[src/rtl/io_map_pkg.sv]
package io_map_pkg;

  localparam int IO_DATA_W = 16;

  typedef logic [IO_DATA_W-1:0] io_data_t;
  typedef logic [15:0]          io_addr_t;

  // Peripheral register addresses as seen by the CPU
  localparam io_addr_t ADDR_PIOS        = 16'd8;
  localparam io_addr_t ADDR_INT_FLAGS   = 16'd40;
  localparam io_addr_t ADDR_INT_MASK    = 16'd50;
  localparam io_addr_t ADDR_TICKS_SL    = 16'd105;
  localparam io_addr_t ADDR_TICKS_SH    = 16'd106;
  localparam io_addr_t ADDR_TICKS_SHH   = 16'd107;
  localparam io_addr_t ADDR_TICK_SAMPLE = 16'd109;
  localparam io_addr_t ADDR_TIMER1_CL   = 16'd110;
  localparam io_addr_t ADDR_TIMER1_CH   = 16'd111;
  localparam io_addr_t ADDR_PORTA_IN    = 16'd310;
  localparam io_addr_t ADDR_PORTA_OUT   = 16'd311;
  localparam io_addr_t ADDR_PORTA_DIR   = 16'd312;

  // CPU strobe bus, rd and wr last a single cycle
  typedef struct packed {
    logic     rd;
    logic     wr;
    io_addr_t addr;
    io_data_t wdata;
  } io_bus_t;

  // Decoded write strobes for the peripheral blocks
  typedef struct packed {
    logic pios;
    logic porta_out;
    logic porta_dir;
    logic timer1_cl;
    logic timer1_ch;
    logic tick_sample;
  } io_wstb_t;

endpackage

[src/rtl/periph_pkg.sv]
package periph_pkg;

  // Interrupt levels and external sources
  localparam int IRQ_N     = 8;
  localparam int EXT_IRQ_N = 4;

  // Periodic timer raises the highest level
  localparam int IRQ_TIMER1 = 7;

  // Flip-flop stages on each external interrupt input
  localparam int SYNC_DEPTH = 3;

  typedef logic [IRQ_N-1:0]     irq_vec_t;
  typedef logic [EXT_IRQ_N-1:0] ext_irq_t;

  // Free-running tick counter value
  typedef logic [47:0] tick_t;

  // Reload timer count
  typedef logic [31:0] timer_t;

  // Direct pin control register
  typedef logic [2:0] pios_t;

  // General-purpose port, one bit per pin
  typedef logic [15:0] port_t;

endpackage

[src/rtl/io_regs.sv]
module io_regs
  import io_map_pkg::*, periph_pkg::*;
(
  input  logic     clk,
  input  logic     resetq,
  input  io_bus_t  bus,
  output io_data_t io_din,
  output io_wstb_t wstb,
  output irq_vec_t int_flags,
  output irq_vec_t int_mask,
  input  tick_t    tick_snap,
  input  port_t    porta_rd,
  input  port_t    porta_out,
  input  port_t    porta_oe,
  input  pios_t    pios
);

  logic sel_pios;
  logic sel_flags;
  logic sel_mask;
  logic sel_snap_l;
  logic sel_snap_h;
  logic sel_snap_hh;
  logic sel_porta_in;
  logic sel_porta_out;
  logic sel_porta_dir;

  // Gate one register onto the read bus
  function automatic io_data_t rd_term(input logic sel, input io_data_t val);
    return sel ? val : '0;
  endfunction

  // Single address decode shared by reads and writes
  assign sel_pios      = (bus.addr == ADDR_PIOS);
  assign sel_flags     = (bus.addr == ADDR_INT_FLAGS);
  assign sel_mask      = (bus.addr == ADDR_INT_MASK);
  assign sel_snap_l    = (bus.addr == ADDR_TICKS_SL);
  assign sel_snap_h    = (bus.addr == ADDR_TICKS_SH);
  assign sel_snap_hh   = (bus.addr == ADDR_TICKS_SHH);
  assign sel_porta_in  = (bus.addr == ADDR_PORTA_IN);
  assign sel_porta_out = (bus.addr == ADDR_PORTA_OUT);
  assign sel_porta_dir = (bus.addr == ADDR_PORTA_DIR);

  // Strobes for registers that live in the other blocks
  assign wstb.pios        = bus.wr & sel_pios;
  assign wstb.porta_out   = bus.wr & sel_porta_out;
  assign wstb.porta_dir   = bus.wr & sel_porta_dir;
  assign wstb.timer1_cl   = bus.wr & (bus.addr == ADDR_TIMER1_CL);
  assign wstb.timer1_ch   = bus.wr & (bus.addr == ADDR_TIMER1_CH);
  assign wstb.tick_sample = bus.wr & (bus.addr == ADDR_TICK_SAMPLE);

  // Mask starts closed, flags start armed
  always_ff @(posedge clk)
  begin
    if (!resetq)
    begin
      int_mask  <= '0;
      int_flags <= '1;
    end
    else if (bus.wr)
    begin
      if (sel_mask)
        int_mask <= bus.wdata[IRQ_N-1:0];
      if (sel_flags)
        int_flags <= bus.wdata[IRQ_N-1:0];
    end
  end

  // Combinational read, unmapped addresses give 0
  assign io_din = rd_term(sel_pios,      io_data_t'(pios))       |
                  rd_term(sel_flags,     io_data_t'(int_flags))  |
                  rd_term(sel_mask,      io_data_t'(int_mask))   |
                  rd_term(sel_snap_l,    tick_snap[15:0])        |
                  rd_term(sel_snap_h,    tick_snap[31:16])       |
                  rd_term(sel_snap_hh,   tick_snap[47:32])       |
                  rd_term(sel_porta_in,  porta_rd)               |
                  rd_term(sel_porta_out, porta_out)              |
                  rd_term(sel_porta_dir, porta_oe);

endmodule

[src/rtl/irq_ctrl.sv]
module irq_ctrl
  import periph_pkg::*;
(
  input  logic     clk,
  input  logic     resetq,
  input  ext_irq_t intr,
  input  logic     timer_hit,
  input  irq_vec_t int_flags,
  input  irq_vec_t int_mask,
  output irq_vec_t pending,
  output irq_vec_t int_rqst
);

  ext_irq_t ext_rise;
  irq_vec_t set_vec;

  // One synchroniser and edge detector per external line
  for (genvar i = 0; i < EXT_IRQ_N; i++)
  begin : g_ext
    logic [SYNC_DEPTH-1:0] sync_q;

    always_ff @(posedge clk)
    begin
      if (!resetq)
        sync_q <= '0;
      else
        sync_q <= {sync_q[SYNC_DEPTH-2:0], intr[i]};
    end

    // Rising edge seen between the last two stages
    assign ext_rise[i] = sync_q[SYNC_DEPTH-2] & ~sync_q[SYNC_DEPTH-1];
  end

  // Levels 4 to 6 have no source
  always_comb
  begin
    set_vec                = '0;
    set_vec[EXT_IRQ_N-1:0] = ext_rise;
    set_vec[IRQ_TIMER1]    = timer_hit;
  end

  // A new event wins over a clear in the same cycle
  always_ff @(posedge clk)
  begin
    if (!resetq)
      pending <= '0;
    else
      pending <= set_vec | (pending & int_flags);
  end

  assign int_rqst = pending & int_mask;

endmodule

[src/rtl/tick_timer.sv]
module tick_timer
  import io_map_pkg::*, periph_pkg::*;
(
  input  logic     clk,
  input  logic     resetq,
  input  io_wstb_t wstb,
  input  io_data_t wdata,
  input  logic     timer_pending,
  output tick_t    tick_snap,
  output logic     timer_hit
);

  tick_t  ticks;
  timer_t reload_q;
  timer_t timer1;

  // Free-running counter, zero in the first cycle out of reset
  always_ff @(posedge clk)
  begin
    if (!resetq)
      ticks <= '0;
    else
      ticks <= ticks + 1'b1;
  end

  // Snapshot keeps the count present at the sample write
  always_ff @(posedge clk)
  begin
    if (!resetq)
      tick_snap <= '0;
    else if (wstb.tick_sample)
      tick_snap <= ticks;
  end

  // Reload value arrives in two halves, low half first
  always_ff @(posedge clk)
  begin
    if (!resetq)
      reload_q <= '0;
    else if (wstb.timer1_cl)
      reload_q[15:0] <= wdata;
    else if (wstb.timer1_ch)
      reload_q[31:16] <= wdata;
  end

  // High half write starts a period straight away
  always_ff @(posedge clk)
  begin
    if (!resetq)
      timer1 <= '0;
    else if (wstb.timer1_ch)
      timer1 <= {wdata, reload_q[15:0]};
    else if (timer_pending)
      timer1 <= reload_q;
    else
      timer1 <= timer1 - 1'b1;
  end

  // Pending bit follows one edge later, closing a period of N cycles
  assign timer_hit = (timer1 == timer_t'(1));

endmodule

[src/rtl/gpio_port.sv]
module gpio_port
  import io_map_pkg::*, periph_pkg::*;
(
  input  logic     clk,
  input  logic     resetq,
  input  io_wstb_t wstb,
  input  io_data_t wdata,
  input  port_t    porta_in,
  output port_t    porta_rd,
  output port_t    porta_out,
  output port_t    porta_oe,
  output pios_t    pios
);

  port_t dir_q;
  port_t out_q;
  pios_t pios_q;

  // All pins come out of reset as inputs
  always_ff @(posedge clk)
  begin
    if (!resetq)
    begin
      dir_q  <= '0;
      out_q  <= '0;
      pios_q <= '0;
    end
    else
    begin
      if (wstb.porta_dir)
        dir_q <= wdata;
      if (wstb.porta_out)
        out_q <= wdata;
      if (wstb.pios)
        pios_q <= wdata[$bits(pios_t)-1:0];
    end
  end

  // Pin value as a bidirectional pad would show it
  assign porta_rd = (out_q & dir_q) | (porta_in & ~dir_q);

  assign porta_out = out_q;
  assign porta_oe  = dir_q;
  assign pios      = pios_q;

endmodule

[src/rtl/j1_io_top.sv]
module j1_io_top
  import io_map_pkg::*, periph_pkg::*;
(
  input  logic     clk,
  input  logic     resetq,
  input  io_bus_t  bus,
  output io_data_t io_din,
  input  ext_irq_t intr,
  output irq_vec_t int_rqst,
  input  port_t    porta_in,
  output port_t    porta_out,
  output port_t    porta_oe,
  output pios_t    pios
);

  io_wstb_t wstb;
  irq_vec_t int_flags;
  irq_vec_t int_mask;
  irq_vec_t pending;
  tick_t    tick_snap;
  port_t    porta_rd;
  logic     timer_hit;

  io_regs u_io_regs (
    .clk       (clk),
    .resetq    (resetq),
    .bus       (bus),
    .io_din    (io_din),
    .wstb      (wstb),
    .int_flags (int_flags),
    .int_mask  (int_mask),
    .tick_snap (tick_snap),
    .porta_rd  (porta_rd),
    .porta_out (porta_out),
    .porta_oe  (porta_oe),
    .pios      (pios)
  );

  irq_ctrl u_irq_ctrl (
    .clk       (clk),
    .resetq    (resetq),
    .intr      (intr),
    .timer_hit (timer_hit),
    .int_flags (int_flags),
    .int_mask  (int_mask),
    .pending   (pending),
    .int_rqst  (int_rqst)
  );

  // Timer reloads while its own level is pending
  tick_timer u_tick_timer (
    .clk           (clk),
    .resetq        (resetq),
    .wstb          (wstb),
    .wdata         (bus.wdata),
    .timer_pending (pending[IRQ_TIMER1]),
    .tick_snap     (tick_snap),
    .timer_hit     (timer_hit)
  );

  gpio_port u_gpio_port (
    .clk       (clk),
    .resetq    (resetq),
    .wstb      (wstb),
    .wdata     (bus.wdata),
    .porta_in  (porta_in),
    .porta_rd  (porta_rd),
    .porta_out (porta_out),
    .porta_oe  (porta_oe),
    .pios      (pios)
  );

endmodule

[config.mk]
export PLATFORM = sky130hd
export DESIGN_NAME = j1_io_top
export DESIGN_NICKNAME = d
export VERILOG_FILES = /design/src/rtl/io_map_pkg.sv /design/src/rtl/periph_pkg.sv /design/src/rtl/io_regs.sv /design/src/rtl/irq_ctrl.sv /design/src/rtl/tick_timer.sv /design/src/rtl/gpio_port.sv /design/src/rtl/j1_io_top.sv
export SDC_FILE = /design/constraint.sdc
export NUM_CORES = 1
export LEC_CHECK = 0
export ABC_AREA = 0
export ABC_CLOCK_PERIOD_IN_PS = 2600
export BUFFER_PORTS_ARGS = -buffer_cell sky130_fd_sc_hd__buf_2
export CAP_MARGIN = 5
export CORE_ASPECT_RATIO = 1.2
export CORE_MARGIN = 1
export CORE_UTILIZATION = 59
export DETAILED_ROUTE_END_ITERATION = 6
export PLACE_DENSITY = 0.8
export SYNTH_ARGS = -nofsm -noshare
export SYNTH_HDL_FRONTEND = slang
export SYNTH_SLANG_ARGS = --single-unit
[constraint.sdc]
create_clock -name clk -period 2.6 [get_ports clk]
set_input_delay 0.26 -clock clk [delete_from_list [all_inputs] [get_ports clk]]
set_output_delay 0.26 -clock clk [all_outputs]
set_load 0.05 [all_outputs]
### After elaboration in Yosys (flattened, before gate mapping)

Cells that the tools add are included.

| operators by class | value |
|---|---|
| divide/modulo/power cells | 0 |
| multipliers | 0 |
| eq/ne operators | 13 |
| shifts and indexed selects | 0 |
| bitwise gates (word level) | 30 |
| mux-type cells | 11 |
| $add $sub $neg | 2 |
| reductions and logical operators | 3 |
| magnitude comparators | 0 |

Operators with widths:

| cell | number |
|---|---|
| $or A16 B16 Y16 | 9 |
| $eq A16 B7 Y1 const B | 6 |
| $mux W16 | 6 |
| $mux W32 | 2 |
| $add A48 B1 Y48 const B | 1 |
| $eq A16 B9 Y1 const B | 3 |
| $and A16 B16 Y16 | 2 |
| $eq A16 B6 Y1 const B | 2 |
| $eq A32 B1 Y1 const B | 1 |
| $sub A32 B1 Y32 const B | 1 |
| $and A8 B8 Y8 | 2 |
| $eq A16 B4 Y1 const B | 1 |
| $mux W8 | 2 |
| $not A16 Y16 | 1 |
| $and A1 B1 Y1 | 10 |
| $or A8 B8 Y8 | 1 |
| $reduce_and A2 Y1 | 3 |
| $not A1 Y1 | 5 |
| $mux W3 | 1 |

| storage, ports and cells | value |
|---|---|
| ROM bits | 0 |
| input port bits | 56 |
| bits in latches | 0 |
| word-level logic and storage cells | 74 |
| output and inout port bits | 59 |
| bits in registers | 231 |
| memories | 0 |
| memory bits (writable) | 0 |

### Logic depth before layout (Yosys ltp)

Gate-level depths: netlist of run 1.

| depth | value |
|---|---|
| depth in word-level cells | 10 |
| gate-level depth with buffers | 9 |
| gate-level depth less buffers | 7 |

### Cells and area by module

A second synthesis of run 1 with hierarchy kept.

| second synthesis, totals | value |
|---|---|
| cells, all modules | 1,187 |
| area, all modules | 10,761.6 µm² |

Modules (own cells, without submodules):

| module | area an instance (µm²) | sequential area each (µm²) | cells an instance | instances |
|---|---|---|---|---|
| tick_timer | 6,821.5 | 3,203.1 | 781 | 1 |
| io_regs | 1,770.4 | 320.3 | 219 | 1 |
| gpio_port | 1,524.0 | 700.7 | 128 | 1 |
| irq_ctrl | 645.6 | 400.4 | 59 | 1 |

### Least setup slack after synthesis of run 1

No wires, ideal clock.

| timing | value |
|---|---|
| path type | input -> output |
| start | in bus[17] in the netlist's numbering |
| end | out io_din[5] |
| slack | -0.358 ns |
| buffers on the path | 4 |
| cell stages on the path | 9 |
| arrival time | 2.698 ns |
| data required time | 2.340 ns |
| path through | clkbuf_1 nor2b_1 and2_1 clkbuf_1 and3_1 clkbuf_1 clkbuf_1 a21oi_1 o2111ai_1 |

| on the way | value |
|---|---|
| word-level cells in the longest chain between the ends | 10 |
| elaborated cells between the ends (all ways) | 24 |
| classes of those cells | eq/ne: 8; mux: 8; bitwise: 8 |

RTL lines:

| element | line | source |
|---|---|---|
| start: declaration | j1_io_top.sv:6 | `input io_bus_t bus,` |
| $eq A16 B6 Y1 | io_regs.sv:35 | `assign sel_flags = (bus.addr == ADDR_INT_FLAGS);` |
| $mux W8 | io_regs.sv:30 | `return sel ? val : '0;` |
| $or A16 B16 Y16 | io_regs.sv:70 | `assign io_din = rd_term(sel_pios, io_data_t'(pios)) \|` |
| $or A16 B16 Y16 | io_regs.sv:71 | `rd_term(sel_flags, io_data_t'(int_flags)) \|` |
| $or A16 B16 Y16 | io_regs.sv:72 | `rd_term(sel_mask, io_data_t'(int_mask)) \|` |
| $or A16 B16 Y16 | io_regs.sv:73 | `rd_term(sel_snap_l, tick_snap[15:0]) \|` |
| $or A16 B16 Y16 | io_regs.sv:74 | `rd_term(sel_snap_h, tick_snap[31:16]) \|` |
| $or A16 B16 Y16 | io_regs.sv:75 | `rd_term(sel_snap_hh, tick_snap[47:32]) \|` |
| $or A16 B16 Y16 | io_regs.sv:76 | `rd_term(sel_porta_in, porta_rd) \|` |
| $or A16 B16 Y16 (*) | io_regs.sv:77 | `rd_term(sel_porta_out, porta_out) \|` |
| end: declaration | j1_io_top.sv:7 | `output io_data_t io_din,` |

Every way passes the cells marked *; elsewhere a longest branch is shown, timed or not.

### Worst setup path in the final report of run 1

| timing | value |
|---|---|
| start | in bus[16] in the netlist's numbering |
| end | out io_din[1] |

| on the way | value |
|---|---|
| word-level cells in the longest chain between the ends | 10 |
| elaborated cells between the ends (all ways) | 26 |
| classes of those cells | eq/ne: 9; mux: 9; bitwise: 8 |

RTL lines:

| element | line |
|---|---|
| $eq A16 B4 Y1 or $eq A16 B6 Y1 (tied branches) | io_regs.sv:34, io_regs.sv:35 |
| $mux W3 or $mux W8 (tied branches) | io_regs.sv:30 |
| $or A16 B16 Y16 | io_regs.sv:70 |
| $or A16 B16 Y16 | io_regs.sv:71 |
| $or A16 B16 Y16 | io_regs.sv:72 |
| $or A16 B16 Y16 | io_regs.sv:73 |
| $or A16 B16 Y16 | io_regs.sv:74 |
| $or A16 B16 Y16 | io_regs.sv:75 |
| $or A16 B16 Y16 | io_regs.sv:76 |
| $or A16 B16 Y16 (*) | io_regs.sv:77 |

Marks and branches as above.

==> flow_summary.json, run 1 <==
{
  "regToRegEndpoint": "u_tick_timer.timer1[17]",
  "crit_top_cell": "buf_2",
  "die_h_um": 147,
  "wl_um": 29500,
  "vias": 9914,
  "ys_ff_latch": 231,
  "grt_util_met3_pct": 4.19,
  "cp_slowest_stage_delay_ps": 690,
  "routedWlPerCell_um": 18.4,
  "drc_errors": 0,
  "finalCritPeriodShare_pct": 97.2,
  "yosys.area.top_type_share_pct": 44.6,
  "clkTransAtPathRegs_ps": 60,
  "grt_util_all_layers_pct": 32.2,
  "hp-class": "in2reg",
  "synth_cell_types": 60,
  "final_core_util_pct": 71.4,
  "postLayoutSetupSlackWorst_ps": 74.0,
  "synth-async-reset-ratio_pct": 0,
  "hold_path_end": "u_gpio_port.porta_out[15]",
  "first_iter_violations": 904,
  "grt_start_max_net_pins": 84,
  "place_inst": 1555,
  "synth_warnings": 0,
  "antenna_found_initial": 0,
  "cp.arrival_ps": 2270,
  "status": "complete, no violations",
  "synthesis.nets": 1329,
  "fin_crit_ps": 2530,
  "cts_buffers": 23,
  "final_layout_size_suffix_gt1_share_pct": 17.1,
  "use_met2_pct": 53.6,
  "coreArea_um2": 17000,
  "final_nets": 1430,
  "dieArea_um2": 18100,
  "skew_ps": 17.8,
  "crit_fanout": 6,
  "synth.most_common_cell": "nand2_1",
  "grt_setup_unrepaired": "false",
  "htree_levels": 1,
  "synthCells": 1270,
  "fillCellCount": 1336,
  "grt_pass1_vias": 9038,
  "synth-edff-count": 0,
  "tightest_slew_ps": 613,
  "cts_sinks": 231,
  "area_delta_synth_final_pct": 17.2,
  "seq_area_frac_synth_pct": 44.6,
  "end_kind": "output port",
  "row_count": 52,
  "netlist_top_cells_area": "dfxtp_1 45%, nand2_1 8.5%, a21oi_1 7.4%",
  "syn_area_um2": 10400,
  "final_antenna_net_count": 0,
  "diodes": 0,
  "yosys-top-cells-count": "236 x nand2_1, 231 x dfxtp_1, 154 x a21oi_1",
  "die_w_um": 123,
  "place_ws_ps": 82.9,
  "synth_area_leader_cell": "dfxtp_1",
  "grt_overflow": 0,
  "holdPathStages": 3,
  "r2r_start": "u_tick_timer.timer1[8]",
  "crit_family": "simple AND/OR/NAND/NOR gates",
  "cp-start-kind": "primary input",
  "cts_tree": "done",
  "path_class": "in2out",
  "postPlaceCellArea_um2": 11300,
  "start_util_pct": 60.9,
  "dpl.hpwl_um": 19800,
  "power_per_cell_area_nw_per_um2": 776,
  "final_cells": 1604,
  "synthFlopType": "dfxtp_1",
  "drv_slew": 0,
  "finish.instance_area_um2": 12200,
  "met1_usage_pct": 42.0,
  "port_buffers": 113,
  "cts-root-buf": "clkbuf_16",
  "fmax_ghz": 0.396,
  "r2r_cells": 5,
  "critPathSlowestCell": "or4b_2",
  "hold_violations": 0,
  "top_usage_layer": "met2",
  "drtPass1Iterations": 7,
  "ioPinCount": 115,
  "drv_cap": 0,
  "worstPathCellList": "buf_2, or4b_2, nor2_1, and3_1, a222oi_1, buf_4, o2111ai_2, buf_2",
  "grt_pass1_wl_um": 46300,
  "avgSynthCellArea_um2": 8.17,
  "fin_tns_setup_ps": 0,
  "hp-start": "bus[15]",
  "clk_latency_ps": 520,
  "critical_path_required_ps": 2340,
  "critPathBufInv": 3,
  "finalSetupViolations": 0,
  "gpl.final_weighted_congestion": 0.895,
  "ff2ff_setup_slack_ps": 100,
  "avgViaCountPerCell": 6.18,
  "clk_path_buf_depth": 3,
  "relSlewSlack_pct": 58.8,
  "irDropWorstVdd_mv": 0.584,
  "power_leakage_nw": 4.56
}
[tightest hold or removal path, stage by stage]
cell	delay [ps]
buf_2	140
nand2_1	60
a21oi_1	50
[kinds of logic after synthesis]
family                   Yosys count  synth area share, %
XOR/XNOR                          39                 3.29
flip-flops                       231                 44.6
buffers and inverters            114                 4.26
AO/OA/AOI/OAI                    284                 17.4
multiplexers                      34                 3.47
adder cells (fa/ha/maj)            3                0.362
AND/OR/NAND/NOR                  565                 26.6
[metrics by stage]
stage | hold WS, ps | power [mW]
2_1_floorplan | 387 | 5.45
3_3_place_gp | 415 | 5.89
3_5_place_dp | 421 | 5.93
4_1_cts | 36.2 | 9.31
5_1_grt | 44.1 | 9.81
6_report | 49.7 | 9.44
[worst max-delay path by stage]
stage               depth (start not counted)                   start                       to  slack [ps]
CTS                                         5  u_tick_timer.timer1[6]  u_tick_timer.timer1[17]          50
detailed placement                          5  u_tick_timer.timer1[6]  u_tick_timer.timer1[17]          80
floorplan                                   7                 bus[29]               io_din[14]           4
global placement                            7                 bus[16]                io_din[6]         170
finish                                      8                 bus[16]                io_din[1]          70
global route                                8  u_tick_timer.timer1[1]  u_tick_timer.timer1[12]          20
[routing by layer]
metal	vias to the layer above	wire, µm	share of wire (%)
met5	-	0	0
met2	405	14200	48
met4	0	1070	3.6
met3	82	2010	6.8
li1	4748	-	-
met1	4679	12200	41
[cells in the final DEF, fill, tap and decap left out, drive strengths merged, types with 10 or more instances in the layout]
master | Yosys | layout
and4 | 11 | 11
mux2i | 18 | 18
a21oi | 154 | 154
dfxtp | 231 | 231
o2111ai | 12 | 12
xor2 | 13 | 13
inv | 23 | 24
and3 | 14 | 14
a211oi | 16 | 16
or3 | 16 | 16
nand2 | 236 | 236
buf | 8 | 163
xnor2 | 26 | 26
nand4 | 20 | 20
nor2 | 74 | 74
nand3 | 71 | 71
a22o | 16 | 16
o31ai | 13 | 13
nor3 | 21 | 21
clkbuf | 83 | 35
nor4 | 23 | 23
mux2 | 16 | 16
o21ai | 17 | 17
or4 | 19 | 19
and2 | 24 | 24
nand3b | 10 | 10
[report_power, final]
group	internal [mW]	switching [mW]	total (mW)	leakage, nW
combinational	0.937	1.15	2.08	2.31
clock	2.00	1.38	3.39	0.382
sequential	3.76	0.209	3.97	1.87
[area by class of cell]
type | count | area [µm²] | share of cell area [%]
Inverter | 23 | 91.3 | 0.751
Clock inverter | 7 | 88.8 | 0.730
Timing Repair Buffer | 167 | 1030 | 8.48
Multi-Input combinational cell | 925 | 5380 | 44.2
Tap cell | 216 | 270 | 2.22
Sequential cell | 231 | 4620 | 38.0
Clock buffer | 35 | 681 | 5.60
[flip-flops by register name, summed over array words and instances, names as in the netlist]
name,flops
u_tick_timer.tick_snap,48
u_io_regs.int_flags,8
u_io_regs.int_mask,8
u_irq_ctrl.g_ext.sync_q,12
u_tick_timer.timer1,32
u_gpio_port.porta_out,16
u_irq_ctrl.pending,8
u_tick_timer.reload_q,32
u_tick_timer.ticks,48
u_gpio_port.porta_oe,16
u_gpio_port.pios,3
[repair_timing]
action                                 4_1_cts  5_1_grt
endpoints found under the hold margin        4        0
setup endpoints to repair                    0        2
gates resized for setup                      0        3
hold buffers                                 4        0
buffers inserted                             0        3
Power figures use the tool's default switching activity.
==> inputs of run 2 (changes only) <==
- CORE_UTILIZATION: 59 -> 40
- PLACE_DENSITY: 0.8 -> 0.58
==> flow_summary.json, run 2 (synthesis results as in run 1) <==
{
  "relSlewSlack_pct": 55.8,
  "ioPinCount": 115,
  "coreArea_um2": 25500,
  "crit_top_cell": "buf_2",
  "crit_family": "simple AND/OR/NAND/NOR gates",
  "row_count": 64,
  "cp-start-kind": "primary input",
  "drtPass1Iterations": 6,
  "post_cts_buffers": 0,
  "final_cell_mix": "236 x nand2_1, 231 x dfxtp_1, 153 x a21oi_1, 113 x buf_2, 74 x nor2_1",
  "final_core_util_pct": 49.1,
  "path_class": "in2out",
  "ff2ff_setup_slack_ps": 130,
  "avgViaCountPerCell": 5.60,
  "cts-root-buf": "clkbuf_16",
  "hp-class": "in2reg",
  "clk_latency_ps": 520,
  "critical_path_required_ps": 2340,
  "critPathSlowestCell": "or4b_2",
  "grt_pass1_wl_um": 49800,
  "fmax_ghz": 0.399,
  "cp.arrival_ps": 2240,
  "critPathBufInv": 3,
  "tightest_slew_ps": 662,
  "postPlaceCellArea_um2": 11600,
  "drc_errors": 0,
  "end_kind": "output port",
  "wl_um": 31800,
  "r2r_start": "u_tick_timer.timer1[6]",
  "clkTransAtPathRegs_ps": 60,
  "routedWlPerCell_um": 18.4,
  "final_layout_size_suffix_gt1_share_pct": 17.7,
  "die_h_um": 178,
  "r2r_cells": 5,
  "finalSetupViolations": 0,
  "final_nets": 1438,
  "drv_slew": 0,
  "htree_levels": 1,
  "first_iter_violations": 502,
  "fillCellCount": 2487,
  "skew_ps": 10.3,
  "grt_pass1_vias": 9068,
  "reg.largest.list": "u_tick_timer.tick_snap x48, u_tick_timer.ticks x48",
  "grt_util_all_layers_pct": 23.8,
  "cts_tree": "done",
  "status": "complete, no violations",
  "antenna_found_initial": 3,
  "dieArea_um2": 26600,
  "holdPathStages": 3,
  "regToRegEndpoint": "u_tick_timer.timer1[17]",
  "hold_path_end": "u_gpio_port.porta_out[9]",
  "fin_tns_setup_ps": 0,
  "worstPathCellList": "buf_2, or4b_2, nor2_1, and3_1, a222oi_1, buf_4, o2111ai_2, buf_2",
  "dpl.hpwl_um": 21800,
  "vias": 9674,
  "cp_slowest_stage_delay_ps": 730,
  "power_leakage_nw": 4.64,
  "drv_cap": 0,
  "final_antenna_net_count": 0,
  "area_delta_synth_final_pct": 20.4,
  "power_per_cell_area_nw_per_um2": 777,
  "grt_start_max_net_pins": 74,
  "start_util_pct": 40.8,
  "finish.instance_area_um2": 12500,
  "grt_overflow": 0,
  "port_buffers": 113,
  "hold_violations": 0,
  "cts_sinks": 231,
  "gpl.final_weighted_congestion": 0.861,
  "crit_fanout": 6,
  "startpoint": "bus[17]",
  "die_w_um": 149,
  "hp-start": "bus[9]",
  "grt_setup_unrepaired": "false",
  "final_common_cell": "nand2_1",
  "clk_path_buf_depth": 3,
  "irDropWorstVdd_mv": 0.468,
  "fin_crit_ps": 2500,
  "finalCritPeriodShare_pct": 96.3,
  "cp_num_cells": 8,
  "cts_buffers": 25
}
==> run 2: where the power goes <==
part / switching (mW) / internal [mW] / leakage [nW]
logic: 1.13 / 0.853 / 2.35
clock network: 1.46 / 2.28 / 0.422
registers: 0.215 / 3.76 / 1.87
==> run 2: worst max-delay path by stage <==
stage and to:
6_report io_din[1], 5_1_grt io_din[1], 4_1_cts io_din[0], 3_5_place_dp io_din[0], 3_3_place_gp io_din[0], 2_1_floorplan io_din[14]
==> run 2: final cells by class <==
cell class | instances | area [µm²] | area share [%]
clock buffers | 30 | 654 | 5.24
repair buffers | 173 | 1130 | 9.02
inverters | 23 | 91.3 | 0.731
flip-flops and latches | 231 | 4620 | 37.0
well taps | 330 | 413 | 3.31
diodes | 2 | 5.00 | 0.0401
multi-input cells | 925 | 5380 | 43.1
clock inverters | 14 | 198 | 1.58
==> run 2: stage by stage <==
step	setup WS, ps	hold WS, ps	cells	total power, mW
floorplan	3.74	387	1270	5.45
finish	96.0	32.3	1728	9.70
detailed placement	48.9	421	1678	5.99
CTS	50.1	15.0	1726	9.75
global route	15.0	31.0	1726	10.1
global placement	74.5	417	1678	5.95
==> run 2: worst min-delay path: cells and delay by family <==
kind / cells / cell delay [ps]
buf+inv: 1 / 130
simple gates: 1 / 60
compound gates: 1 / 50
==> run 2: layer usage <==
| layer | track usage [%] | vias up | routed length (µm) |
|---|---|---|---|
| met5 | 0 | - | 13 |
| met1 | 29.8 | 4665 | 13800 |
| li1 | - | 4764 | - |
| met2 | 42.0 | 200 | 16100 |
| met4 | 6.63 | 2 | 598 |
| met3 | 3.73 | 43 | 1390 |
==> run 2: what timing repair did <==
| item | 4_1_cts | 5_1_grt |
|---|---|---|
| endpoints found under the setup margin | 0 | 16 |
| gates resized for setup | 0 | 4 |
| hold buffers | 4 | 0 |
| endpoints found under the hold margin | 4 | 0 |
